$ cat src/include/system_params.svh
`ifndef SYSTEM_PARAMS_SVH
`define SYSTEM_PARAMS_SVH

`define SYS_ADDR_W      32
`define SYS_DATA_W      32
`define SYS_NUM_CORES   4                  // Also the width of the wake-up mask
`define SYS_NUM_TARGETS 4                  // Control regs, L2, boot ROM, external port

`define CTRL_BASE       32'h4000_0000
`define CTRL_END        32'h4000_FFFF
`define L2_BASE         32'h8000_0000
`define L2_END          32'h8000_03FF
`define BOOT_BASE       32'hA000_0000
`define BOOT_END        32'hA000_FFFF

`define L2_WORDS        256
`define BOOT_WORDS      16
`define BOOT_TAG        32'hB007_0000      // Upper half of every boot word

`define TCDM_BASE       32'h0000_0000      // Reported by the layout registers
`define TCDM_SIZE       32'h0001_0000

`define RESP_OKAY       2'b00
`define RESP_SLVERR     2'b10

`endif
$ cat src/hdl/system_pkg.sv
`include "system_params.svh"

package system_pkg;

  typedef logic [`SYS_ADDR_W-1:0]     addr_t;
  typedef logic [`SYS_DATA_W-1:0]     data_t;
  typedef logic [`SYS_DATA_W/8-1:0]   strb_t;
  typedef logic [1:0]                 resp_t;
  typedef logic [`SYS_NUM_CORES-1:0]  core_mask_t;

  // Master to slave
  typedef struct packed {
    addr_t aw_addr;
    logic  aw_valid;
    data_t w_data;
    strb_t w_strb;
    logic  w_valid;
    logic  b_ready;
    addr_t ar_addr;
    logic  ar_valid;
    logic  r_ready;
  } axil_req_t;

  // Slave to master
  typedef struct packed {
    logic  aw_ready;
    logic  w_ready;
    resp_t b_resp;
    logic  b_valid;
    logic  ar_ready;
    data_t r_data;
    resp_t r_resp;
    logic  r_valid;
  } axil_resp_t;

  typedef enum logic [1:0] {
    CTRL_REGS,
    L2_MEMORY,
    BOOTROM,
    EXTERNAL                               // Default route for unmapped addresses
  } slv_target_e;

endpackage : system_pkg

$ cat src/hdl/axil_to_mem.sv
`timescale 1ns/100ps
`include "system_params.svh"

module axil_to_mem #(
  parameter bit WriteEnable = 1'b1                     // 0 turns the port read-only
) (
  input  logic                   clk_i,
  input  logic                   rst_n_i,
  input  system_pkg::axil_req_t  axi_req_i,
  output system_pkg::axil_resp_t axi_resp_o,
  output logic                   mem_req_o,
  output logic                   mem_we_o,
  output system_pkg::addr_t      mem_addr_o,
  output system_pkg::data_t      mem_wdata_o,
  output system_pkg::strb_t      mem_strb_o,
  input  system_pkg::data_t      mem_rdata_i
);

  logic b_valid_q;
  logic r_valid_q;
  logic rd_acc;
  logic wr_acc;

  assign rd_acc = axi_req_i.ar_valid & ~r_valid_q;
  // Single memory port, a read in the same cycle goes first
  assign wr_acc = axi_req_i.aw_valid & axi_req_i.w_valid & ~b_valid_q &
                  ~(WriteEnable & rd_acc);

  assign mem_we_o    = WriteEnable & wr_acc;
  assign mem_req_o   = mem_we_o | rd_acc;
  assign mem_addr_o  = mem_we_o ? {2'b00, axi_req_i.aw_addr[`SYS_ADDR_W-1:2]}
                                : {2'b00, axi_req_i.ar_addr[`SYS_ADDR_W-1:2]};  // Word index
  assign mem_wdata_o = axi_req_i.w_data;
  assign mem_strb_o  = axi_req_i.w_strb;

  always_comb begin
    axi_resp_o          = '0;
    axi_resp_o.aw_ready = wr_acc;
    axi_resp_o.w_ready  = wr_acc;
    axi_resp_o.b_valid  = b_valid_q;
    axi_resp_o.b_resp   = WriteEnable ? `RESP_OKAY : `RESP_SLVERR;
    axi_resp_o.ar_ready = ~r_valid_q;
    axi_resp_o.r_valid  = r_valid_q;
    axi_resp_o.r_data   = mem_rdata_i;                 // Memory holds it until the next read
    axi_resp_o.r_resp   = `RESP_OKAY;
  end

  always_ff @(posedge clk_i) begin
    if (!rst_n_i) begin
      b_valid_q <= 1'b0;
      r_valid_q <= 1'b0;
    end else begin
      if (wr_acc) begin
        b_valid_q <= 1'b1;
      end else if (b_valid_q && axi_req_i.b_ready) begin
        b_valid_q <= 1'b0;
      end
      if (rd_acc) begin
        r_valid_q <= 1'b1;
      end else if (r_valid_q && axi_req_i.r_ready) begin
        r_valid_q <= 1'b0;
      end
    end
  end

  // A new response only ever follows a request handshake at the port one cycle earlier
  a_b_after_req: assert property (@(posedge clk_i) disable iff (!rst_n_i)
    $rose(axi_resp_o.b_valid) |->
      $past(axi_req_i.aw_valid && axi_resp_o.aw_ready &&
            axi_req_i.w_valid && axi_resp_o.w_ready))
    else $error("B raised without an accepted write");
  a_r_after_req: assert property (@(posedge clk_i) disable iff (!rst_n_i)
    $rose(axi_resp_o.r_valid) |-> $past(axi_req_i.ar_valid && axi_resp_o.ar_ready))
    else $error("R raised without an accepted read");

endmodule : axil_to_mem

$ cat config.mk
export PLATFORM = sky130hd
export DESIGN_NAME = axil_to_mem
export DESIGN_NICKNAME = d
export VERILOG_FILES = /design/src/hdl/system_pkg.sv /design/src/hdl/axil_to_mem.sv
export VERILOG_INCLUDE_DIRS = /design/src /design/src/include
export SDC_FILE = /design/constraint.sdc
export NUM_CORES = 1
export LEC_CHECK = 0
export BUFFER_PORTS_ARGS = -buffer_cell sky130_fd_sc_hd__buf_4
export CORE_AREA = 2 2 98 100
export DETAILED_ROUTE_END_ITERATION = 10
export DIE_AREA = 0 0 100 102
export PLACE_DENSITY = 0.5
export SLEW_MARGIN = 10
export SYNTH_ARGS = -nofsm -noshare
export SYNTH_HDL_FRONTEND = slang
export SYNTH_SLANG_ARGS = --single-unit
$ cat constraint.sdc
create_clock -name clk_i -period 2 [get_ports clk_i]
set_clock_uncertainty 0.2 [all_clocks]
set_input_delay 0.2 -clock clk_i [delete_from_list [all_inputs] [get_ports clk_i]]
set_output_delay 0.2 -clock clk_i [all_outputs]
set_load 0.005 [all_outputs]
==> summary.txt <==
run status - finished clean
Starting DRT DRC Count - 5
CP Capture Type - primary output
top cells by area, synth - buf_4, mux2_2, dfxtp_1
# DRC - 0
layout cells sized above 1 - 91.9%
critical path class - reg2out
# diodes - 0
Post-synth top cells - buf_4, mux2_2, buf_6, mux2_1, dfxtp_1
Maximum Capacitance Violations - 0
Worst-path clk slew - 0.03 ns
achievable frequency - 501 MHz
DP HPWL - 2250 um
Filler cells - 992
area of the multi-input gates - 527 um2
Synth warnings - 0
first-pass GRT wire length - 3570 um
Hold Crit Class - in2reg
LEAKAGE - 0.900 nW
top-count cell post-synth - buf_4
global route overflow - 0
via count - 899
CTS Sinks - 2
Core ar. - 9110 um2
Max Slew Vio Count - 0
Period minus WS final - 2.00 ns
CTS root buf - clkbuf_8
Reg area - 41.3 um2
GRT Total Usage - 4.50%
Synth async-reset ratio - 0%
Routability Congestion - 0.602
initial antenna violation count - 0
Syn Std Cell Area - 1080 um2
H-tree levels - 1
Num CTS Buffers - 3
DRT Pass-1 Iters - 2
critical path peak fanout - 8
Sum Neg Setup Slack - 0 ns
Total Die Area - 10200 um2
Starting Density - 11.8%
vias in the first global route - 793
nets@finish - 302
crit path launch type - register
Post-Syn Instances - 123
Distinct cells, synth - 15
maximum number of pins on one net before global-route repair - 35
final hold vios - 0
CTS Hold Bufs - 0
Tcrit/Tclk final - 99.8%
clk buf depth - 2
largest area contributor in the netlist - buf_4
Die Y - 102 um
min setup slack post-route - 0.00420 ns
DRT antenna net count - 0
sequential fraction of the synthesis area - 3.72%
Top FF cell, synth - dfxtp_1
detail-routed via count per cell - 3.31
RSZ-0062 raised after global routing - true
routed wire length - 3630 um
maximum VDD drop - 0.125 mV
Worst-Skew Late Latency - 0.21 ns
Crit path arrival time - 1.60 ns
worst slack at placement - 0.195 ns
TritonCTS clock tree - yes
# IOs - 250
Syn Area/Cell - 8.76 um2
Cell Rows - 35
port bufs - 103
chip width - 100 um
register bit total from synthesis - 2
pwr dens - 328 nW/um2
Layout Area Growth over Synthesis - 65.3%
number of flops mapped to enable cells by yosys - 0
Setup Viol. Count Final - 0
drt wl/cell - 13.4 um
post-synth top area share - 54.4%
Fin Hold WS - 0.0172 ns
Critical Path RT - 1.60 ns
flip-flops by register name, summed over array words and instances, names as in the netlist:
register and count:
b_valid_q 1, r_valid_q 1
where the power goes:
part	internal, mW	switching [mW]	leakage (nW)
registers	0.0432	0.00315	0.0170
logic	0.274	0.107	0.862
clock network	0.127	0.0290	0.0216
final timing paths:
| path | cells past startpoint | to | from | slack [ns] |
|---|---|---|---|---|
| worst max-delay path | 6 | mem_addr_o[3] | b_valid_q$_SDFFE_PN0P_ | 0.004 |
| worst min register to register | 2 | r_valid_q$_SDFFE_PN0P_ | r_valid_q$_SDFFE_PN0P_ | 0.37 |
| worst min-delay path | 2 | b_valid_q$_SDFFE_PN0P_ | rst_n_i | 0.02 |
| worst max register to register | 6 | b_valid_q$_SDFFE_PN0P_ | b_valid_q$_SDFFE_PN0P_ | 0.57 |
area by class of cell:
type	count	share of cell area (%)
flip-flops and latches	2	2.32
repair buffers	111	57.6
well taps	111	7.80
inverters	2	0.422
clock buffers	3	2.32
multi-input cells	43	29.6
placed cells by master (no fill, tap or decap):
master	n
buf_4	78
buf_6	27
mux2_4	26
conb_1	6
mux2_2	4
clkbuf_8	3
clkbuf_16	3
buf_12	3
inv_2	1
nand3b_4	1
a21oi_4	1
inv_1	1
o21ai_0	1
nor2b_1	1
o21a_1	1
nand2_1	1
o211a_1	1
dfxtp_2	1
dfxtp_1	1
per-layer routing:
metal	GRT usage (%)	part of all wire, %	vias to the layer above	routed length, um
li1	-	-	395	-
met1	3.81	32	374	1160
met2	7.80	48	102	1740
met3	1.98	15	28	535
met4	4.43	5.4	0	198
met5	0	0	-	0
worst max-delay path, stage by stage (launching register included):
cell and delay (ns):
dfxtp_2 0.32, nand3b_4 0.16, a21oi_4 0.14, buf_12 0.16
clkbuf_16 0.17, mux2_4 0.31, buf_6 0.11
logic make-up (layout without fill, tap and decap cells):
group	count (synthesis)	after routing	synth area share [%]
AO/OA/AOI/OAI	4	4	3.60
buffers and inverters	83	116	58.2
flip-flops	2	2	3.72
multiplexers	30	30	31.4
other	1	6	0.348
AND/OR/NAND/NOR	3	3	2.79
what timing repair did:
action / 4_1_cts / 5_1_grt
endpoints found under the hold margin: 0 / 0
resized for setup: 1 / 54
cloned: 0 / 5
buffers inserted: 0 / 2
endpoints found under the setup margin: 23 / 30
metrics by stage:
step                area (um2)  util (%)  instances  total power [mW]
detailed placement        1410      15.5        262             0.328
finish                    1780      19.5        272             0.583
CTS                       1450      16.0        265             0.488
global route              1780      19.5        272             0.624
floorplan                 1100         -        128             0.264
global placement          1410      15.5        262             0.325
Power figures use the tool's default switching activity.
