File: config.mk
export PLATFORM = sky130hd
export DESIGN_NAME = axil_addr_router
export DESIGN_NICKNAME = d
export VERILOG_FILES = /design/src/hdl/system_pkg.sv /design/src/hdl/axil_addr_router.sv
export VERILOG_INCLUDE_DIRS = /design/src /design/src/include
export SDC_FILE = /design/constraint.sdc
export NUM_CORES = 1
export LEC_CHECK = 0
export BUFFER_PORTS_ARGS = -buffer_cell sky130_fd_sc_hd__buf_2
export CORE_AREA = 5 5 278 280
export DETAILED_ROUTE_END_ITERATION = 16
export DIE_AREA = 0 0 283 285
export PLACE_DENSITY = 0.36
export SYNTH_ARGS = -nofsm -noshare
export SYNTH_HDL_FRONTEND = slang
export SYNTH_SLANG_ARGS = --single-unit
File: constraint.sdc
create_clock -name clk_i -period 3.1 [get_ports clk_i]
set_input_delay 0.62 -clock clk_i [delete_from_list [all_inputs] [get_ports clk_i]]
set_output_delay 0.62 -clock clk_i [all_outputs]
set_load 0.005 [all_outputs]
File: src/include/system_params.svh
`ifndef SYSTEM_PARAMS_SVH
`define SYSTEM_PARAMS_SVH

`define SYS_ADDR_W      32
`define SYS_DATA_W      32
`define SYS_NUM_CORES   4                  // Also the width of the wake-up mask
`define SYS_NUM_TARGETS 4                  // Control regs, L2, boot ROM, external port

`define CTRL_BASE       32'h4000_0000
`define CTRL_END        32'h4000_FFFF
`define L2_BASE         32'h8000_0000
`define L2_END          32'h8000_03FF
`define BOOT_BASE       32'hA000_0000
`define BOOT_END        32'hA000_FFFF

`define L2_WORDS        256
`define BOOT_WORDS      16
`define BOOT_TAG        32'hB007_0000      // Upper half of every boot word

`define TCDM_BASE       32'h0000_0000      // Reported by the layout registers
`define TCDM_SIZE       32'h0001_0000

`define RESP_OKAY       2'b00
`define RESP_SLVERR     2'b10

`endif
File: src/hdl/system_pkg.sv
`include "system_params.svh"

package system_pkg;

  typedef logic [`SYS_ADDR_W-1:0]     addr_t;
  typedef logic [`SYS_DATA_W-1:0]     data_t;
  typedef logic [`SYS_DATA_W/8-1:0]   strb_t;
  typedef logic [1:0]                 resp_t;
  typedef logic [`SYS_NUM_CORES-1:0]  core_mask_t;

  // Master to slave
  typedef struct packed {
    addr_t aw_addr;
    logic  aw_valid;
    data_t w_data;
    strb_t w_strb;
    logic  w_valid;
    logic  b_ready;
    addr_t ar_addr;
    logic  ar_valid;
    logic  r_ready;
  } axil_req_t;

  // Slave to master
  typedef struct packed {
    logic  aw_ready;
    logic  w_ready;
    resp_t b_resp;
    logic  b_valid;
    logic  ar_ready;
    data_t r_data;
    resp_t r_resp;
    logic  r_valid;
  } axil_resp_t;

  typedef enum logic [1:0] {
    CTRL_REGS,
    L2_MEMORY,
    BOOTROM,
    EXTERNAL                               // Default route for unmapped addresses
  } slv_target_e;

endpackage : system_pkg

File: src/hdl/axil_addr_router.sv
`timescale 1ns/100ps
`include "system_params.svh"

module axil_addr_router (
  input  logic                   clk_i,
  input  logic                   rst_n_i,
  input  system_pkg::axil_req_t  host_req_i,
  output system_pkg::axil_resp_t host_resp_o,
  output system_pkg::axil_req_t  tgt_req_o [`SYS_NUM_TARGETS],
  input  system_pkg::axil_resp_t tgt_resp_i [`SYS_NUM_TARGETS],
  output logic                   busy_o
);

  function automatic system_pkg::slv_target_e decode(system_pkg::addr_t addr);
    system_pkg::slv_target_e tgt;
    if (addr >= `CTRL_BASE && addr <= `CTRL_END) begin
      tgt = system_pkg::CTRL_REGS;
    end else if (addr >= `L2_BASE && addr <= `L2_END) begin
      tgt = system_pkg::L2_MEMORY;
    end else if (addr >= `BOOT_BASE && addr <= `BOOT_END) begin
      tgt = system_pkg::BOOTROM;
    end else begin
      tgt = system_pkg::EXTERNAL;
    end
    return tgt;
  endfunction

  logic                    w_out_q;                    // Write in flight until B transfers
  logic                    aw_done_q;
  logic                    w_done_q;
  system_pkg::slv_target_e w_tgt_q;
  logic                    r_out_q;
  system_pkg::slv_target_e r_tgt_q;

  system_pkg::slv_target_e w_sel;
  system_pkg::slv_target_e r_sel;
  logic                    fwd_aw_valid;
  logic                    fwd_w_valid;
  logic                    fwd_ar_valid;
  logic                    aw_hs;
  logic                    w_hs;
  logic                    b_hs;
  logic                    ar_hs;
  logic                    r_hs;

  assign w_sel = w_out_q ? w_tgt_q : decode(host_req_i.aw_addr);
  assign r_sel = r_out_q ? r_tgt_q : decode(host_req_i.ar_addr);

  // A new write starts with AW and W together, a slow slave may take them apart
  assign fwd_aw_valid = host_req_i.aw_valid & (w_out_q ? ~aw_done_q : host_req_i.w_valid);
  assign fwd_w_valid  = host_req_i.w_valid & (w_out_q ? ~w_done_q : host_req_i.aw_valid);
  assign fwd_ar_valid = host_req_i.ar_valid & ~r_out_q;

  assign aw_hs = fwd_aw_valid & tgt_resp_i[w_sel].aw_ready;
  assign w_hs  = fwd_w_valid & tgt_resp_i[w_sel].w_ready;
  assign b_hs  = w_out_q & tgt_resp_i[w_tgt_q].b_valid & host_req_i.b_ready;
  assign ar_hs = fwd_ar_valid & tgt_resp_i[r_sel].ar_ready;
  assign r_hs  = r_out_q & tgt_resp_i[r_tgt_q].r_valid & host_req_i.r_ready;

  always_comb begin
    for (int t = 0; t < `SYS_NUM_TARGETS; t++) begin
      tgt_req_o[t]          = host_req_i;              // Payload goes everywhere
      tgt_req_o[t].aw_valid = 1'b0;
      tgt_req_o[t].w_valid  = 1'b0;
      tgt_req_o[t].b_ready  = 1'b0;
      tgt_req_o[t].ar_valid = 1'b0;
      tgt_req_o[t].r_ready  = 1'b0;
    end
    tgt_req_o[w_sel].aw_valid = fwd_aw_valid;
    tgt_req_o[w_sel].w_valid  = fwd_w_valid;
    tgt_req_o[w_sel].b_ready  = w_out_q & host_req_i.b_ready;
    tgt_req_o[r_sel].ar_valid = fwd_ar_valid;
    tgt_req_o[r_sel].r_ready  = r_out_q & host_req_i.r_ready;
  end

  always_comb begin
    host_resp_o          = '0;
    host_resp_o.aw_ready = aw_hs;
    host_resp_o.w_ready  = w_hs;
    host_resp_o.b_valid  = w_out_q & tgt_resp_i[w_tgt_q].b_valid;
    host_resp_o.b_resp   = tgt_resp_i[w_tgt_q].b_resp;
    host_resp_o.ar_ready = ar_hs;
    host_resp_o.r_valid  = r_out_q & tgt_resp_i[r_tgt_q].r_valid;
    host_resp_o.r_data   = tgt_resp_i[r_tgt_q].r_data;
    host_resp_o.r_resp   = tgt_resp_i[r_tgt_q].r_resp;
  end

  always_ff @(posedge clk_i) begin
    if (!rst_n_i) begin
      w_out_q   <= 1'b0;
      aw_done_q <= 1'b0;
      w_done_q  <= 1'b0;
      w_tgt_q   <= system_pkg::CTRL_REGS;
      r_out_q   <= 1'b0;
      r_tgt_q   <= system_pkg::CTRL_REGS;
    end else begin
      if (!w_out_q) begin
        if (aw_hs || w_hs) begin
          w_out_q   <= 1'b1;
          w_tgt_q   <= w_sel;
          aw_done_q <= aw_hs;
          w_done_q  <= w_hs;
        end
      end else if (b_hs) begin
        w_out_q   <= 1'b0;
        aw_done_q <= 1'b0;
        w_done_q  <= 1'b0;
      end else begin
        aw_done_q <= aw_done_q | aw_hs;
        w_done_q  <= w_done_q | w_hs;
      end
      if (ar_hs) begin
        r_out_q <= 1'b1;
        r_tgt_q <= r_sel;
      end else if (r_hs) begin
        r_out_q <= 1'b0;
      end
    end
  end

  assign busy_o = w_out_q | r_out_q;

  // Responses must come only from the target that owns the open transaction
  for (genvar t = 0; t < `SYS_NUM_TARGETS; t++) begin : gen_owner_chk
    a_b_owner: assert property (@(posedge clk_i) disable iff (!rst_n_i)
      tgt_resp_i[t].b_valid |-> (w_out_q && w_tgt_q == t))
      else $error("B response from target %0d without open write", t);
    a_r_owner: assert property (@(posedge clk_i) disable iff (!rst_n_i)
      tgt_resp_i[t].r_valid |-> (r_out_q && r_tgt_q == t))
      else $error("R response from target %0d without open read", t);
  end

endmodule : axil_addr_router

==> metrics.csv, run 1 <==
metric,value,unit
"basic-gate share of the synthesized area counting and, or, nand and nor cells",8.63,%
"Clk Latency, worst-skew pair",0.26,ns
TritonCTS Buffers,3,
worst-case register-to-register setup slack,0.95,ns
global-route wire length before repair,32700,um
"area leader, netlist",buf_4,
post-synthesis async set-or-reset flop share,0,%
highest-utilization routing layer at the global route stage,met2,
number of warnings issued by yosys,0,
area of the die,80700,um^2
depth of the most critical reg-to-reg path,8,
hold bufs inserted after CTS,0,
drt first pass iters,4,
Reg-to-Reg End,r_out_q,
CP Buf/Inv Count,3,
failing checks,setup timing,
number of clock sinks,8,
result of the run,"finished, violations left",
mean number of vias per cell,2.44,
count of mapped cells out of synthesis,576,
mux share of post-synthesis cell area,18.6,%
source of the worst hold timing path,w_done_q,
transition time at the pin with the least slew margin,0.643,ns
count of vias placed by the detailed router,4003,
unrepaired setup endpoints after global routing,true,
peak per-stage delay on the critical path,0.60,ns
max_slew headroom,57.1,%
critical path launch point type,input pin,
net count after synthesis,847,
Pwr Density,267,nW/um^2
number of DRC violations after detailed routing,0,
number of cells traversed by the worst hold path,2,
CTS tree,done,
I/O pin count,733,
final hold violation count,0,
vias in the first global route,4389,
dominant combinational cell family by area after synthesis,buffers and inverters,
met2 capacity usage during global routing,9.88,%
Final Core Density,7.80,%
worst hold margin,0.473,ns
Antenna Violating Nets Remaining,0,
Critical R2R Launch,r_out_q,
total routing usage reported by global routing,5.57,%
"Cell Chain, Critical Path","buf_6, or4_4, and4bb_4, and3_4, o21a_1, buf_4, nand3_2, a41oi_2, buf_2",
initial antenna violation count,13,
Unique masters post-synth,39,
fraction of the mapped netlist area in compound gates,4.67,%
most frequent cells after synthesis,"buf_4, mux4_2, nor2_1",
Worst-path clk slew,0.04,ns
Root Driver,clkbuf_16,
maximum clock path buffer count,2,
setup violators final,3,
maximum frequency from static timing analysis,310,MHz
average cell area after synthesis,8.28,um^2
post-placement cell area,5470,um^2
Post-Synth XOR/XNOR Area,0,%
met1 global-route usage,5.35,%
dominant synthesized flop cell,dfxtp_1,
Worst Hold Path EP,w_done_q,
Worst EP required,2.48,ns
count of max-cap constraint violations,0,
Routed wire per std cell,14.6,um
layout cell share with drive strength beyond 1,86.0,%
class of the worst hold path,register to register,
worst-case setup margin in the final layout,-0.129,ns
final design area excluding fillers,5780,um^2
number of flip-flops and latches in the synthesized netlist,8,
initial core utilization,6.43,%
Max Transition Viols Final,0,
H-tree depth reported by CTS,1,
DPL Wire Length,22000,um
width of the die,283,um
setup total negative slack,-0.256,ns
peak ir drop on the vdd network,134,uV
proportion of synthesized chip area in sequential cells,3.36,%
Die Ht,285,um
number of rows created at floorplan,100,
Core Region,74200,um^2
Post-synth EDFFs,0,
endpoint arrival time on the critical path,2.61,ns
CP top delay family,simple AND/OR/NAND/NOR gates,
Final Cycle Share,104,%
met3 track demand over resource,3.33,%
crit path max-delay cell type,or4_4,
placer congestion estimate,0.834,
Synth top area share,63.4,%
final-stage net count,935,
initial DRC count,70,
largest net degree at the start of global routing,39,
synthesized cell area,4770,um^2
Pleak,2.62,nW
WL final,24000,um
adder and majority cell fraction of the synthesized area,0,%
CP Capture Type,output pin,
layout-stage area growth over the synthesis result,21.3,%
most common cell in the netlist,buf_4,
largest clock skew in the final design,0.0112,ns
Tmin final,3.23,ns
grt total ovfl,0,
CP Max Fanout,3,
top cells by area in the synthesized netlist,"buf_4, mux4_2, dfxtp_1, nor2_1, nand2_1",
count of port buffers added during placement,452,
critical path start-end classification,input pin to output pin,
==> sequential cells by signal, summed over array words and instances, names as in the netlist <==
name and flops:
aw_done_q 1, r_out_q 1, r_tgt_q 2, w_done_q 1
w_out_q 1, w_tgt_q 2
==> timing repair <==
item	CTS	global route
endpoints found under the setup margin	12	19
pin swaps	9	13
gates cloned	0	0
setup buffers	5	5
resized for setup	14	18
endpoints found under the hold margin	0	0
==> power by group <==
group	internal (W)	total, W	switching (W)
Clock	0.000170	0.000260	0.0000898
Sequential	0.000129	0.000180	0.0000507
Combinational	0.000579	0.00110	0.000526
==> worst max path at each step <==
stage,start,to,slack [ns],cells past startpoint
finish,host_req_i[93],host_resp_o[40],-0.13,9
global route,host_req_i[93],host_resp_o[40],-0.20,9
CTS,host_req_i[93],host_resp_o[39],-0.14,9
detailed placement,host_req_i[96],host_resp_o[39],-0.25,9
global placement,host_req_i[96],host_resp_o[39],-0.22,9
floorplan,host_req_i[96],host_resp_o[39],0.25,7
==> cell families (layout without fill, tap and decap cells) <==
logic type	after synthesis	in the layout
AOI/OAI and AO/OA	29	29
buffers and inverters	419	505
DFF	8	8
muxes	40	40
other	0	11
and+or+nand+nor	80	80
==> cells in the final DEF, fill, tap and decap left out, types with 2 or more instances in the layout <==
cell type / synthesis / routed
clkbuf_16: 0 / 3
nor2_2: 0 / 4
a21oi_1: 3 / 2
nor2_1: 21 / 16
and2_1: 5 / 5
inv_1: 4 / 4
nor4_4: 0 / 2
buf_4: 403 / 45
buf_2: 1 / 450
o21ai_0: 5 / 5
dfxtp_2: 0 / 2
a21o_4: 1 / 2
nand3_1: 10 / 8
nor4_1: 7 / 4
o21ai_1: 3 / 3
or4b_1: 2 / 2
nand2_4: 0 / 2
a41oi_2: 2 / 2
a21boi_0: 3 / 3
a32o_1: 2 / 2
o21a_1: 3 / 3
buf_6: 0 / 2
mux4_2: 39 / 39
nand3_2: 1 / 3
nor2b_1: 4 / 4
nand2_1: 19 / 16
nor3_1: 3 / 3
dfxtp_1: 8 / 6
diode_2: 0 / 11
==> per-layer routing <==
layer / wire length (um) / vias to the layer above / part of all wire [%]
met3: 3080 / 55 / 13
li1: - / 1707 / -
met4: 1090 / 0 / 4.5
met1: 8200 / 1725 / 34
met2: 11700 / 516 / 49
met5: 0 / - / 0
==> cell type report <==
class	instances	area, um^2
clock buffers	3	75.1
well taps	969	1210
diodes	11	27.5
flip-flops and latches	8	163
multi-input cells	149	1660
repair buffers	498	2630
inverters	4	15.0
fillers	8728	68400
==> per-stage QoR <==
stage	instances	total power [W]	worst slack, ns
final	1642	0.00154	-0.129
after CTS	1627	0.00153	-0.135
after detailed placement	1619	0.00122	-0.251
after floorplan	576	0.00100	0.251
after global placement	1619	0.00122	-0.215
after global routing	1633	0.00169	-0.196
==> worst min-delay path: stages (launching register included) <==
cell and delay, ns:
dfxtp_1 0.31, nand3_1 0.07, o21ai_1 0.05
(Power assumes the default switching activity.)
==> run 2: changes to the inputs <==
GPL_ROUTABILITY_DRIVEN = 0   (was default)
REMOVE_ABC_BUFFERS = 1   (was default)
==> metrics.csv, run 2 (synthesis results as in run 1) <==
metric,value,unit
initial core utilization,6.43,%
CP Max Fanout,3,
transition time at the pin with the least slew margin,0.476,ns
setup violators final,0,
hold bufs inserted after CTS,0,
Max Transition Viols Final,0,
Sequential cell area,166,um^2
Routed wire per std cell,26.3,um
peak ir drop on the vdd network,168,uV
maximum clock path buffer count,2,
max_slew headroom,68.3,%
H-tree depth reported by CTS,1,
Final Cycle Share,99.1,%
met1 global-route usage,10.8,%
width of the die,283,um
final hold violation count,0,
peak per-stage delay on the critical path,0.53,ns
Antenna Violating Nets Remaining,0,
setup total negative slack,0,ns
area of the multi-input gates,1580,um^2
global-route wire length before repair,53200,um
vias in the first global route,4708,
count of vias placed by the detailed router,4567,
crit path max-delay cell type,or4_4,
count of max-cap constraint violations,0,
layout-stage area growth over the synthesis result,18.2,%
maximum frequency from static timing analysis,325,MHz
Root Driver,clkbuf_16,
CTS tree,done,
number of DRC violations after detailed routing,0,
Pleak,2.53,nW
initial antenna violation count,29,
number of clock sinks,8,
met3 track demand over resource,10.2,%
Worst-path clk slew,0.05,ns
Worst EP required,2.48,ns
area of the die,80700,um^2
grt total ovfl,0,
mean number of vias per cell,2.80,
number of rows created at floorplan,100,
critical path start-end classification,input pin to output pin,
CP Buf/Inv Count,2,
class of the worst hold path,register to register,
worst setup timing slack at the placement stage,-0.0679,ns
registers with the highest flip-flop counts,"r_tgt_q x2, w_tgt_q x2",
highest-count cells in the layout ignoring fill and taps,"buf_2, mux4_2, buf_4",
result of the run,completed,
TritonCTS Buffers,3,
drt first pass iters,4,
total routing usage reported by global routing,10.0,%
met2 capacity usage during global routing,13.6,%
"leading cell type in the layout, fill and taps excluded",buf_2,
largest net degree at the start of global routing,35,
power consumption,0.00152,W
count of port buffers added during placement,452,
WL final,43000,um
Die Ht,285,um
CP Capture Type,output pin,
final-stage net count,922,
fillcell total,8748,
critical path launch point type,input pin,
DPL Wire Length,38600,um
Tmin final,3.07,ns
unrepaired setup endpoints after global routing,true,
layout cell share with drive strength beyond 1,84.5,%
"Clk Latency, worst-skew pair",0.27,ns
endpoint arrival time on the critical path,2.45,ns
Pwr Density,269,nW/um^2
Core Region,74200,um^2
I/O pin count,733,
highest-utilization routing layer at the global route stage,met2,
initial DRC count,167,
largest clock skew in the final design,0.0179,ns
"Cell Chain, Critical Path","buf_6, or4_4, and4bb_2, and3_4, o21a_1, nand3_2, a41oi_2, buf_2",
CP top delay family,simple AND/OR/NAND/NOR gates,
worst-case setup margin in the final layout,0.0274,ns
[run 2: changes by cell type in the layout (fill, tap and decap cells not counted), moves of 2 or more]
cell | previous run | this run
buf_4 | 45 | 33
nor2_1 | 16 | 21
buf_2 | 450 | 446
nor2_2 | 4 | 0
buf_6 | 2 | 5
diode_2 | 11 | 13
nand2_1 | 16 | 18
nand2_4 | 2 | 0
nor4_4 | 2 | 0
[run 2: worst paths after layout]
kind                            slack (ns)            from               to  depth (start not counted)
worst min-delay path                  0.48        w_done_q         w_done_q                          2
worst max register to register        0.75         r_out_q          r_out_q                          9
worst min register to register        0.48        w_done_q         w_done_q                          2
worst max-delay path                  0.03  host_req_i[93]  host_resp_o[39]                          8
[run 2: through the flow]
stage / hold slack, ns / std cells / cell area, um^2 / util, %
2_1_floorplan: 0.445 / 161 / 1700 / -
3_3_place_gp: 0.468 / 1612 / 5420 / 7.30
3_5_place_dp: 0.467 / 1612 / 5420 / 7.30
4_1_cts: 0.476 / 1617 / 5530 / 7.46
5_1_grt: 0.521 / 1623 / 5620 / 7.57
6_report: 0.478 / 1632 / 5640 / 7.60
[run 2: area by class of cell]
cell class / instances / area share [%]
diodes: 13 / 0.577
clock buffers: 4 / 1.40
inverters: 4 / 0.266
multi-input cells: 149 / 28.0
flip-flops and latches: 8 / 2.95
well taps: 969 / 21.5
repair buffers: 485 / 45.3
[run 2: power by group]
part	leakage (nW)	switching, W	internal (W)
Clock	0.0382	0.000106	0.000176
Sequential	0.0672	0.0000642	0.000129
Combinational	2.43	0.000509	0.000536
[run 2: layer usage]
metal / vias up / routed length, um
li1: 1688 / -
met2: 721 / 16200
met3: 63 / 9570
met1: 2073 / 15900
met4: 22 / 741
met5: - / 554
[run 2: repair_timing]
action	CTS	global route
setup endpoints to repair	5	9
setup buffers	1	2
pin swaps	4	9
resized for setup	7	17
[run 2: worst register-to-register path, cell delays in order (launching register included)]
cell and delay, ns:
dfxtp_2 0.38, nor4_2 0.28, buf_4 0.16, nand4_1 0.22, o22ai_2 0.22, mux4_2 0.52, nand2_1 0.10, inv_1 0.06
buf_4 0.14, o21a_1 0.17
