**src/include/system_params.svh**
```systemverilog
`ifndef SYSTEM_PARAMS_SVH
`define SYSTEM_PARAMS_SVH

`define SYS_ADDR_W      32
`define SYS_DATA_W      32
`define SYS_NUM_CORES   4                  // Also the width of the wake-up mask
`define SYS_NUM_TARGETS 4                  // Control regs, L2, boot ROM, external port

`define CTRL_BASE       32'h4000_0000
`define CTRL_END        32'h4000_FFFF
`define L2_BASE         32'h8000_0000
`define L2_END          32'h8000_03FF
`define BOOT_BASE       32'hA000_0000
`define BOOT_END        32'hA000_FFFF

`define L2_WORDS        256
`define BOOT_WORDS      16
`define BOOT_TAG        32'hB007_0000      // Upper half of every boot word

`define TCDM_BASE       32'h0000_0000      // Reported by the layout registers
`define TCDM_SIZE       32'h0001_0000

`define RESP_OKAY       2'b00
`define RESP_SLVERR     2'b10

`endif
```
**src/hdl/system_pkg.sv**
```systemverilog
`include "system_params.svh"

package system_pkg;

  typedef logic [`SYS_ADDR_W-1:0]     addr_t;
  typedef logic [`SYS_DATA_W-1:0]     data_t;
  typedef logic [`SYS_DATA_W/8-1:0]   strb_t;
  typedef logic [1:0]                 resp_t;
  typedef logic [`SYS_NUM_CORES-1:0]  core_mask_t;

  // Master to slave
  typedef struct packed {
    addr_t aw_addr;
    logic  aw_valid;
    data_t w_data;
    strb_t w_strb;
    logic  w_valid;
    logic  b_ready;
    addr_t ar_addr;
    logic  ar_valid;
    logic  r_ready;
  } axil_req_t;

  // Slave to master
  typedef struct packed {
    logic  aw_ready;
    logic  w_ready;
    resp_t b_resp;
    logic  b_valid;
    logic  ar_ready;
    data_t r_data;
    resp_t r_resp;
    logic  r_valid;
  } axil_resp_t;

  typedef enum logic [1:0] {
    CTRL_REGS,
    L2_MEMORY,
    BOOTROM,
    EXTERNAL                               // Default route for unmapped addresses
  } slv_target_e;

endpackage : system_pkg

```
**src/hdl/ctrl_registers.sv**
```systemverilog
`timescale 1ns/100ps
`include "system_params.svh"

module ctrl_registers (
  input  logic                   clk_i,
  input  logic                   rst_n_i,
  input  system_pkg::axil_req_t  axi_req_i,
  output system_pkg::axil_resp_t axi_resp_o,
  output system_pkg::core_mask_t wake_up_o,
  output system_pkg::data_t      eoc_o,
  output logic                   eoc_valid_o
);

  localparam logic [15:0] OffEoc       = 16'h0000;
  localparam logic [15:0] OffWakeUp    = 16'h0004;
  localparam logic [15:0] OffTcdmStart = 16'h0008;
  localparam logic [15:0] OffTcdmEnd   = 16'h000C;
  localparam logic [15:0] OffNumCores  = 16'h0010;

  logic                   wr_acc;
  logic                   rd_acc;
  logic                   b_valid_q;
  logic                   r_valid_q;
  system_pkg::resp_t      b_resp_q;
  system_pkg::resp_t      r_resp_q;
  system_pkg::data_t      r_data_q;
  system_pkg::data_t      eoc_q;
  system_pkg::data_t      eoc_next;
  logic                   eoc_valid_q;
  system_pkg::core_mask_t wake_up_q;
  system_pkg::data_t      rd_data;
  system_pkg::resp_t      rd_resp;

  assign wr_acc = axi_req_i.aw_valid & axi_req_i.w_valid & ~b_valid_q;
  assign rd_acc = axi_req_i.ar_valid & ~r_valid_q;

  always_comb begin
    eoc_next = eoc_q;
    for (int b = 0; b < `SYS_DATA_W / 8; b++) begin
      if (axi_req_i.w_strb[b]) begin
        eoc_next[8*b +: 8] = axi_req_i.w_data[8*b +: 8];
      end
    end
  end

  always_comb begin
    rd_resp = `RESP_OKAY;
    case (axi_req_i.ar_addr[15:0])
      OffEoc:       rd_data = eoc_q;
      OffWakeUp:    rd_data = '0;                      // Write-only
      OffTcdmStart: rd_data = `TCDM_BASE;
      OffTcdmEnd:   rd_data = `TCDM_BASE + `TCDM_SIZE;
      OffNumCores:  rd_data = `SYS_NUM_CORES;
      default: begin
        rd_data = '0;
        rd_resp = `RESP_SLVERR;
      end
    endcase
  end

  always_ff @(posedge clk_i) begin
    if (!rst_n_i) begin
      b_valid_q   <= 1'b0;
      r_valid_q   <= 1'b0;
      eoc_q       <= '0;
      eoc_valid_q <= 1'b0;
      wake_up_q   <= '0;
    end else begin
      wake_up_q <= '0;                                 // Single-cycle pulse
      if (wr_acc) begin
        b_valid_q <= 1'b1;
        case (axi_req_i.aw_addr[15:0])
          OffEoc: begin
            eoc_q       <= eoc_next;
            eoc_valid_q <= eoc_next[0];
          end
          OffWakeUp: wake_up_q <= axi_req_i.w_data[`SYS_NUM_CORES-1:0];
          default: ;
        endcase
      end else if (b_valid_q && axi_req_i.b_ready) begin
        b_valid_q <= 1'b0;
      end
      if (rd_acc) begin
        r_valid_q <= 1'b1;
      end else if (r_valid_q && axi_req_i.r_ready) begin
        r_valid_q <= 1'b0;
      end
    end
  end

  always_ff @(posedge clk_i) begin
    if (wr_acc) begin
      b_resp_q <= (axi_req_i.aw_addr[15:0] == OffEoc ||
                   axi_req_i.aw_addr[15:0] == OffWakeUp) ? `RESP_OKAY : `RESP_SLVERR;
    end
    if (rd_acc) begin
      r_data_q <= rd_data;
      r_resp_q <= rd_resp;
    end
  end

  always_comb begin
    axi_resp_o          = '0;
    axi_resp_o.aw_ready = wr_acc;
    axi_resp_o.w_ready  = wr_acc;
    axi_resp_o.b_valid  = b_valid_q;
    axi_resp_o.b_resp   = b_resp_q;
    axi_resp_o.ar_ready = ~r_valid_q;
    axi_resp_o.r_valid  = r_valid_q;
    axi_resp_o.r_data   = r_data_q;
    axi_resp_o.r_resp   = r_resp_q;
  end

  assign wake_up_o   = wake_up_q;
  assign eoc_o       = eoc_q;
  assign eoc_valid_o = eoc_valid_q;

  // Pending B blocks the next write, so two pulses can never touch
  a_wake_pulse: assert property (@(posedge clk_i) disable iff (!rst_n_i)
    |wake_up_o |=> !(|wake_up_o))
    else $error("wake_up_o high for two cycles");

endmodule : ctrl_registers

```
**config.mk**
```make
export PLATFORM = sky130hd
export DESIGN_NAME = ctrl_registers
export DESIGN_NICKNAME = d
export VERILOG_FILES = /design/src/hdl/system_pkg.sv /design/src/hdl/ctrl_registers.sv
export VERILOG_INCLUDE_DIRS = /design/src /design/src/include
export SDC_FILE = /design/constraint.sdc
export NUM_CORES = 1
export LEC_CHECK = 0
export BUFFER_PORTS_ARGS = -buffer_cell sky130_fd_sc_hd__buf_2
export CAP_MARGIN = 25
export CORE_AREA = 2 2 91 93
export DETAILED_ROUTE_END_ITERATION = 6
export DIE_AREA = 0 0 93 95
export GPL_ROUTABILITY_DRIVEN = 1
export PLACE_DENSITY = 0.75
export SLEW_MARGIN = 20
export SYNTH_ARGS = -nofsm -noshare
export SYNTH_HDL_FRONTEND = slang
export SYNTH_SLANG_ARGS = --single-unit
```
**constraint.sdc**
```tcl
create_clock -name clk_i -period 2.5 [get_ports clk_i]
set_input_delay 0.5 -clock clk_i [delete_from_list [all_inputs] [get_ports clk_i]]
set_output_delay 0.5 -clock clk_i [all_outputs]
set_load 0.01 [all_outputs]
```
==> results of run 1 <==
registers in the layout, summed over array words and instances (netlist names):
signal	cells
b_resp_q	1
b_valid_q	1
eoc_o	31
eoc_valid_o	1
r_data_q	32
r_resp_q	1
r_valid_q	1
wake_up_o	4
path summary, 6_finish.rpt:
check	endpoint	depth (start not counted)
max	axi_resp_o[40]	2
min	wake_up_o[3]	2
max reg2reg	eoc_o[29]	4
min reg2reg	eoc_o[19]	2
layout make-up:
| class | count | area [µm²] |
|---|---|---|
| flip-flops and latches | 72 | 1780 |
| repair buffers | 154 | 793 |
| fillers | 758 | 3970 |
| well taps | 105 | 131 |
| inverters | 1 | 3.75 |
| multi-input cells | 166 | 1070 |
| clock buffers | 10 | 138 |
| clock inverters | 6 | 35.0 |
worst max-delay path, stage by stage (launching register included):
cell and delay, ns:
dfxtp_1 0.32, and3b_1 0.41, buf_2 0.20
cell families after synthesis:
group                  count (synthesis)
and+or+nand+nor                      128
buffers and inverters                 19
muxes                                 32
DFF                                   72
other                                  1
AOI/OAI and AO/OA                      4
routing by layer:
| metal | vias to the layer above | GRT usage, % | routed length (µm) |
|---|---|---|---|
| li1 | 1149 | - | - |
| met1 | 1063 | 17.9 | 2820 |
| met2 | 101 | 27.6 | 3310 |
| met3 | 7 | 6.15 | 555 |
| met4 | 0 | 4.04 | 70 |
| met5 | - | 0 | 0 |
through the flow:
step / hold WS [ns] / power (mW) / setup slack (ns) / util (%) / instances
after detailed placement: 0.460 / 1.48 / 0.517 / 47.7 / 498
after floorplan: 0.487 / 1.37 / 0.0826 / - / 257
after global routing: 0.361 / 2.35 / 0.667 / 49.9 / 514
final: 0.378 / 2.25 / 0.734 / 49.9 / 514
after CTS: 0.361 / 2.28 / 0.706 / 49.9 / 514
after global placement: 0.450 / 1.48 / 0.579 / 47.7 / 498
power groups by stage:
stage / sequential [mW] / combinational (mW) / clock (mW)
finish: 1.27 / 0.181 / 0.805
detailed placement: 1.29 / 0.184 / 0
floorplan: 1.31 / 0.0628 / 0
CTS: 1.27 / 0.185 / 0.833
global placement: 1.29 / 0.182 / 0
global route: 1.27 / 0.201 / 0.884
synthesized netlist by cell type:
cell | count | area [µm²]
a21oi_1 | 1 | 5.00
nand3_1 | 1 | 5.00
and3b_1 | 1 | 8.76
o211a_1 | 1 | 10.0
nor4_2 | 3 | 37.5
nand2b_1 | 1 | 6.26
o21a_1 | 1 | 7.51
nor3b_1 | 1 | 7.51
conb_1 | 1 | 3.75
inv_1 | 1 | 3.75
dfxtp_1 | 38 | 761
nor2_1 | 3 | 11.3
nor2_4 | 4 | 45.0
nor2b_1 | 2 | 12.5
nor4_1 | 3 | 18.8
mux2i_1 | 32 | 320
nand2_1 | 65 | 244
buf_1 | 3 | 11.3
and2_1 | 34 | 213
edfxtp_1 | 34 | 1020
buf_4 | 7 | 52.6
clkbuf_1 | 8 | 30.0
nor4_4 | 1 | 21.3
nand3b_1 | 4 | 30.0
o21ai_0 | 1 | 5.00
nand4_1 | 1 | 6.26
nor3_1 | 3 | 15.0
nand4_4 | 1 | 21.3
==> flow_summary_export.csv, run 1 <==
group,metric,value,unit
grt,grtUsageTotal,15.7,%
layout,antennaDiodeCount,0,
power,power_switching,533,µW
worst_setup_path,worst_r2r_startpoint,"b_valid_q",
layout,synthToLayoutAreaGrowth,34.9,%
grt,overflow,0,
drt,drt_pre_antenna_iters,6,
worst_setup_path,crit_path_end_kind,"output port",
worst_setup_path,cp-start-kind,"flop",
die,core-area,7930,µm²
power,clockPowerShare,35.7,%
layout,final_common_cell,"buf_2",
place,post_dp_cell_area,3780,µm²
grt,antenna_found_initial,0,
worst_hold_path,hold_start,"axi_req_i[43]",
timing,fin_setup_tns,0,ns
grt,grt_pass1_wl,10500,µm
drt,viasPerCell,4.51,
timing,fin_crit_sh,70.6,%
worst_setup_path,cp-startpoint,"b_valid_q",
power,intPower,1.72,mW
clock_network,clock-sinks,72,
job,drv_cap,0,
power,pwr-share-comb,8.1,%
worst_setup_path,cp.arrival,1.27,ns
die,dieArea,8840,µm²
drt,wirelength,6760,µm
timing,max_freq,566,MHz
status,status,"finished clean",
clock_network,clk_pin_slew_worst_paths,0.08,ns
timing,fin_crit,1.77,ns
clock_network,cts_hold_buf,0,
synthesis,synth-compound-area-share,0.938,%
clock_network,clk_path_buf_depth,2,
drt,num_vias,2320,
synthesis,syn_inst,256,
die,fp.dieW,93,µm
timing,slew_violations,0,
timing,hold_viol,0,
synthesis,synth_top_family_by_area,"simple AND/OR/NAND/NOR gates",
layout,drive_gt1_share,44.0,%
worst_hold_path,hp-class,"in2reg",
layout,final_nets,511,
clock_network,cts_made_buffers,9,
clock_network,cts_tree,"yes",
place,dp_hpwl,5070,µm
synthesis,synthAdderAreaFrac,0,%
die,num_rows,33,
synthesis,postSynthAreaPerCell,11.5,µm²
power,power_frac_seq,56.2,%
synthesis,yosysWarnings,0,
drt,post_drt_wl_per_cell,13.2,µm
layout,final_cell_mix,"buf_2, nand2_1, dfxtp_1",
synthesis,synth.area.mux_share,10.9,%
synthesis,synthSimpleGateAreaFrac,24.0,%
worst_setup_path,cp_max_fo,9,
timing,setup_violations,0,
worst_setup_path,crit_required,2.00,ns
synthesis,synth_area,2930,µm²
timing,tightestPinTransition,0.514,ns
power,p_leak,1.75,nW
place,gp_congestion,0.754,
worst_setup_path,rrSetupSlack,0.94,ns
clock_network,cts_setup_buffers,0,
grt,grt_max_degree,38,
place,port_buffers,150,
clock_network,worstSkewPairLatency,0.33,ns
worst_setup_path,path_class,"reg2out",
timing,relSlewSlack,65.6,%
synthesis,synth_xor_area_share,0,%
die,start_util,37.0,%
synthesis,synth.distinct_cells,28,
clock_network,htreeDepth,3,
drt,drcViolationCount,0,
power,ir_worst_vdd,236,µV
drt,drt-initial-drc-count,45,
synthesis,yosysSeqAreaShare,60.7,%
power,p_sw_share,23.6,%
timing,skew,0.00884,ns
power,p_per_area,569,nW/µm²
die,ios,185,
clock_network,cts_resized,0,
layout,design_area,3960,µm²
clock_network,clock-root-buffer,"clkbuf_8",
timing,rsz0062_at_grt,"no",
grt,grt_pass1_vias,2176,
die,die_h,95,µm
drt,ant_nets,0,
synthesis,synth-seq-cells,72,
No activity file was read; power rests on OpenSTA's default activity.
==> run 2, diff against run 1 <==
--- a/config.mk
+++ b/config.mk
@@ -6,13 +6,14 @@
 export SDC_FILE = /design/constraint.sdc
 export NUM_CORES = 1
 export LEC_CHECK = 0
+export ABC_AREA = 1
 export BUFFER_PORTS_ARGS = -buffer_cell sky130_fd_sc_hd__buf_2
 export CAP_MARGIN = 25
-export CORE_AREA = 2 2 91 93
+export CORE_AREA = 2 2 90 92
 export DETAILED_ROUTE_END_ITERATION = 6
-export DIE_AREA = 0 0 93 95
+export DIE_AREA = 0 0 92 94
 export GPL_ROUTABILITY_DRIVEN = 1
-export PLACE_DENSITY = 0.75
+export PLACE_DENSITY = 0.79
 export SLEW_MARGIN = 20
 export SYNTH_ARGS = -nofsm -noshare
 export SYNTH_HDL_FRONTEND = slang
==> constraint.sdc (replaced) <==
create_clock -name clk_i -period 1.7 [get_ports clk_i]
set_input_delay 0.34 -clock clk_i [delete_from_list [all_inputs] [get_ports clk_i]]
set_output_delay 0.34 -clock clk_i [all_outputs]
set_load 0.01 [all_outputs]
==> flow_summary_export.csv, run 2 <==
group,metric,value,unit
status,status,"finished clean",
drt,post_drt_wl_per_cell,12.2,µm
power,power,3.61,mW
timing,fin_crit,1.52,ns
layout,largest-register,"r_data_q",
synthesis,netlist.area_leader.share,30.2,%
clock_network,cts_hold_buf,0,
place,place_inst,651,
synthesis,synth-seq-cells,72,
timing,skew,0.0124,ns
layout,final_cell_mix,"buf_2, inv_1, nor2_1",
drt,drcViolationCount,0,
timing,slew_violations,0,
place,dp_hpwl,6000,µm
place,gp_congestion,0.814,
clock_network,clk_path_buf_depth,2,
synthesis,synth_area,3380,µm²
synthesis,synth_ff_type,"dfxtp_1",
place,port_buffers,150,
die,core-area,7610,µm²
worst_hold_path,hp-class,"in2reg",
worst_setup_path,rrSetupSlack,0.40,ns
layout,design_area,4430,µm²
place,post_dp_cell_area,4220,µm²
clock_network,worstSkewPairLatency,0.35,ns
worst_hold_path,holdPathEnd,"wake_up_o[1]",
clock_network,cts_resized,0,
layout,antennaDiodeCount,0,
timing,fin_ws,0.182,ns
synthesis,synth_area_leader_cell,"edfxtp_1",
timing,rsz0062_at_grt,"no",
synthesis,synth_enable_flop_cells,34,
clock_network,cts_made_buffers,9,
worst_setup_path,r2r_cells,7,
clock_network,clk_pin_slew_worst_paths,0.07,ns
clock_network,clock-sinks,72,
timing,hold_viol,0,
worst_setup_path,path_class,"reg2out",
job,drv_cap,0,
grt,overflow,0,
grt,grtUsageTotal,19.0,%
worst_setup_path,cp-startpoint,"b_valid_q",
synthesis,ys_top_cells_by_count,"inv_1, nor2_1, nand2_1",
clock_network,clock-root-buffer,"clkbuf_8",
drt,ant_nets,0,
timing,fin_crit_sh,89.3,%
timing,setup_violations,0,
timing,hold_ws,0.244,ns
layout,largest_reg_flops,32,
worst_setup_path,cp_max_fo,6,
die,fp.dieW,92,µm
worst_setup_path,cp.arrival,1.18,ns
die,start_util,44.5,%
drt,drt-initial-drc-count,148,
worst_setup_path,worst_r2r_startpoint,"b_valid_q",
grt,grt_max_degree,38,
die,dieArea,8650,µm²
die,ios,185,
die,die_h,94,µm
synthesis,async_reset_ff_share,0,%
worst_hold_path,min_path_cells,3,
power,p_leak,2.26,nW
clock_network,cts_setup_buffers,0,
worst_setup_path,cp-start-kind,"flop",
worst_setup_path,crit_required,1.36,ns
layout,final_common_cell,"buf_2",
grt,antenna_found_initial,0,
synthesis,yosysSeqAreaShare,52.7,%
layout,final_nets,667,
layout,synthToLayoutAreaGrowth,31.1,%
synthesis,yosysWarnings,0,
synthesis,synth.distinct_cells,23,
layout,instances_no_fill,667,
drt,viasPerCell,4.42,
clock_network,htreeDepth,3,
place,post-place-ws,0.163,ns
worst_setup_path,crit_path_end_kind,"output port",
drt,num_vias,2948,
timing,max_freq,659,MHz
die,num_rows,32,
synthesis,syn_inst,413,
synthesis,postSynthAreaPerCell,8.19,µm²
synthesis,synth.area.top_cells,"edfxtp_1, dfxtp_1, inv_1, nor2_1, nand2_1",
drt,drt_pre_antenna_iters,5,
synthesis,synth.most_common_cell,"inv_1",
timing,fin_setup_tns,0,ns
grt,grt_pass1_wl,12800,µm
clock_network,cts_tree,"yes",
worst_hold_path,hold_start,"axi_req_i[41]",
power,ir_worst_vdd,342,µV
layout,final_util,58.3,%
drt,wirelength,8110,µm
worst_setup_path,reg2reg_to,"eoc_o[5]",
layout,drive_gt1_share,32.6,%
grt,grt_pass1_vias,2827,
power,p_per_area,813,nW/µm²
-- run 2: cell count changes after synthesis, sizes merged, moves of 8 or more --
cell / previous run / this run
inv: 1 / 105
nor2: 7 / 89
nand4: 2 / 36
and2: 34 / 2
mux2i: 32 / 0
buf: 10 / 19
nand2: 65 / 73
-- run 2: per-layer routing --
metal / up-vias / part of all wire [%] / track usage (%)
met2: 101 / 52 / 34.0
li1: 1536 / - / -
met4: 0 / 1.9 / 7.46
met1: 1297 / 40 / 21.6
met5: - / 0 / 0
met3: 14 / 6.1 / 5.14
-- run 2: kinds of logic (layout without fill, tap and decap cells) --
kind of cell / Yosys count / in the layout / synth area share (%)
flip-flops: 72 / 72 / 52.7
AND/OR/NAND/NOR: 209 / 209 / 30.0
AO/OA/AOI/OAI: 5 / 5 / 0.813
other: 1 / 2 / 0.111
buffers and inverters: 126 / 277 / 16.4
-- run 2: report_power, final --
part	switching (mW)	leakage (nW)	internal, mW
Clock	0.629	0.108	0.813
Combinational	0.171	1.51	0.131
Sequential	0.00970	0.644	1.85
Total	0.809	2.26	2.80
-- run 2: worst max-delay path, stage by stage, from the launching register on --
cell	delay, ns
dfxtp_1	0.32
inv_2	0.07
nand3_4	0.14
inv_1	0.16
buf_2	0.15
-- run 2: how the worst max path moves through the flow --
stage	endpoint	depth (start not counted)	slack, ns
floorplan	r_data_q[0]	3	0.17
global placement	wake_up_o[0]	7	0.20
detailed placement	r_data_q[2]	7	0.16
CTS	axi_resp_o[40]	4	0.16
global route	axi_resp_o[40]	4	0.10
finish	axi_resp_o[40]	4	0.18
-- run 2: cell type report --
| type | instances | area [µm²] |
|---|---|---|
| clock buffers | 9 | 124 |
| multi-input cells | 216 | 1050 |
| repair buffers | 156 | 871 |
| clock inverters | 7 | 86.3 |
| flip-flops and latches | 72 | 1780 |
| inverters | 105 | 394 |
| well taps | 102 | 128 |
| fillers | 728 | 3170 |
==> run 3, diff against run 2 <==
--- a/config.mk
+++ b/config.mk
@@ -14,6 +14,7 @@
 export DIE_AREA = 0 0 92 94
 export GPL_ROUTABILITY_DRIVEN = 1
 export PLACE_DENSITY = 0.79
+export RECOVER_POWER = 25
 export SLEW_MARGIN = 20
 export SYNTH_ARGS = -nofsm -noshare
 export SYNTH_HDL_FRONTEND = slang
==> constraint.sdc (replaced) <==
create_clock -name clk_i -period 1.7 [get_ports clk_i]
set_input_delay 0 -clock clk_i [delete_from_list [all_inputs] [get_ports clk_i]]
set_output_delay 0 -clock clk_i [all_outputs]
set_load 0.01 [all_outputs]
==> flow_summary_export.csv, run 3 (synthesis gave the netlist of run 2 again) <==
group,metric,value,unit
timing,fin_crit,1.38,ns
worst_setup_path,cp-startpoint,"b_valid_q",
timing,skew,0.0122,ns
worst_hold_path,hp-class,"in2reg",
drt,drt-initial-drc-count,128,
drt,ant_nets,0,
grt,grt_pass1_vias,2996,
clock_network,cts_tree,"yes",
worst_setup_path,cp.depth,7,
timing,slew_violations,0,
worst_setup_path,cp.arrival,1.64,ns
timing,hold_viol,0,
clock_network,cts_hold_buf,19,
layout,final_common_cell,"buf_2",
worst_setup_path,crit_buf_inv,2,
layout,largest_reg_flops,32,
layout,antennaDiodeCount,0,
worst_setup_path,reg2reg_to,"eoc_o[6]",
worst_setup_path,rrSetupSlack,0.32,ns
layout,largest-register,"r_data_q",
layout,instances_no_fill,686,
grt,antenna_found_initial,0,
power,power,3.71,mW
clock_network,htreeDepth,3,
die,fp.dieW,92,µm
die,die_h,94,µm
grt,grt_pass1_wl,13300,µm
grt,grt_max_degree,39,
worst_setup_path,crit_path_end_kind,"flop",
place,place_inst,651,
place,gp_congestion,0.794,
grt,overflow,0,
worst_setup_path,cp-start-kind,"flop",
clock_network,worstSkewPairLatency,0.33,ns
worst_setup_path,r2r_cells,7,
layout,drive_gt1_share,24.7,%
clock_network,clk_path_buf_depth,2,
power,p_per_area,819,nW/µm²
timing,setup_violations,0,
timing,tightestPinTransition,0.876,ns
job,drv_cap,0,
worst_hold_path,hold_start,"axi_req_i[60]",
timing,rsz0062_at_grt,"no",
die,dieArea,8650,µm²
die,num_rows,32,
worst_setup_path,cpMaxStageDelayCell,"dfxtp_1",
worst_setup_path,endpoint,"eoc_o[6]",
timing,fin_ws,0.324,ns
place,port_buffers,150,
timing,relSlewSlack,41.6,%
clock_network,clock-root-buffer,"clkbuf_8",
timing,max_freq,727,MHz
clock_network,cts_made_buffers,9,
die,core-area,7610,µm²
drt,post_drt_wl_per_cell,12.2,µm
drt,drcViolationCount,0,
worst_setup_path,cp_max_fo,9,
clock_network,clock-sinks,72,
worst_setup_path,cpLargestDelayFamily,"simple AND/OR/NAND/NOR gates",
timing,fin_setup_tns,0,ns
worst_setup_path,cpPeakStageDelay,0.33,ns
worst_setup_path,worstPathCellList,"inv_2 > nand3_4 > nor2_4 > nand3_4 > nand2_1 > inv_1 > nor2_1",
worst_setup_path,cpMostUsedCell,"nand3_4",
place,post-place-ws,0.347,ns
clock_network,clk_pin_slew_worst_paths,0.07,ns
power,ir_worst_vdd,470,µV
worst_setup_path,path_class,"reg2reg",
drt,wirelength,8350,µm
place,dp_hpwl,5890,µm
power,p_leak,2.15,nW
die,ios,185,
status,status,"finished clean",
layout,final_nets,686,
drt,num_vias,3095,
clock_network,cts_setup_buffers,0,
timing,fin_crit_sh,80.9,%
layout,synthToLayoutAreaGrowth,33.8,%
clock_network,cts_resized,0,
layout,n_fill_cell,716,
grt,grtUsageTotal,19.6,%
worst_setup_path,crit_required,1.96,ns
layout,final_cell_mix,"buf_2, inv_1, nor2_1",
worst_setup_path,worst_r2r_startpoint,"b_valid_q",
die,start_util,44.5,%
drt,drt_pre_antenna_iters,5,
drt,viasPerCell,4.51,
[run 3: area by class of cell]
type / count / area [µm²] / area share, %
clock buffers: 11 / 151 / 3.34
clock inverters: 5 / 78.8 / 1.74
inverters: 105 / 394 / 8.71
multi-input cells: 216 / 1050 / 23.2
flip-flops and latches: 72 / 1780 / 39.4
well taps: 102 / 128 / 2.82
repair buffers: 175 / 943 / 20.8
[run 3: worst register-to-register path, stage by stage, from the launching register on]
cell and delay, ns:
dfxtp_1 0.33, inv_2 0.07, nand3_4 0.14, nor2_4 0.31, nand3_4 0.18, nand2_1 0.13, inv_1 0.05, nor2_1 0.10
[run 3: worst min path at each step]
| stage | to | cells past startpoint | slack [ns] |
|---|---|---|---|
| floorplan | wake_up_o[0] | 2 | 0.13 |
| global placement | wake_up_o[3] | 3 | 0.23 |
| detailed placement | wake_up_o[3] | 3 | 0.25 |
| CTS | eoc_o[20] | 5 | 0.001 |
| global route | eoc_o[22] | 5 | 0.03 |
| finish | eoc_o[20] | 5 | 0.01 |
[run 3: layer usage]
metal  global-route usage (%)  vias to the layer above  part of all wire (%)
met2                     34.9                      126                    50
li1                         -                     1574                     -
met1                     22.2                     1363                    40
met3                     2.89                       32                   5.7
met5                        0                        -                     0
met4                     12.1                        0                   4.4
[run 3: per-stage QoR]
stage | util (%) | hold slack, ns | instance area [µm²]
after floorplan | - | 0.135 | 3390
after global placement | 54.9 | 0.233 | 4170
after detailed placement | 54.9 | 0.245 | 4170
after CTS | 60.4 | 0.00121 | 4590
after global routing | 59.5 | 0.0291 | 4530
final | 59.5 | 0.0145 | 4530
[run 3: where the power goes]
part           switching, mW  internal, mW
Clock                  0.613         0.904
Sequential            0.0104          1.85
Combinational          0.175         0.153
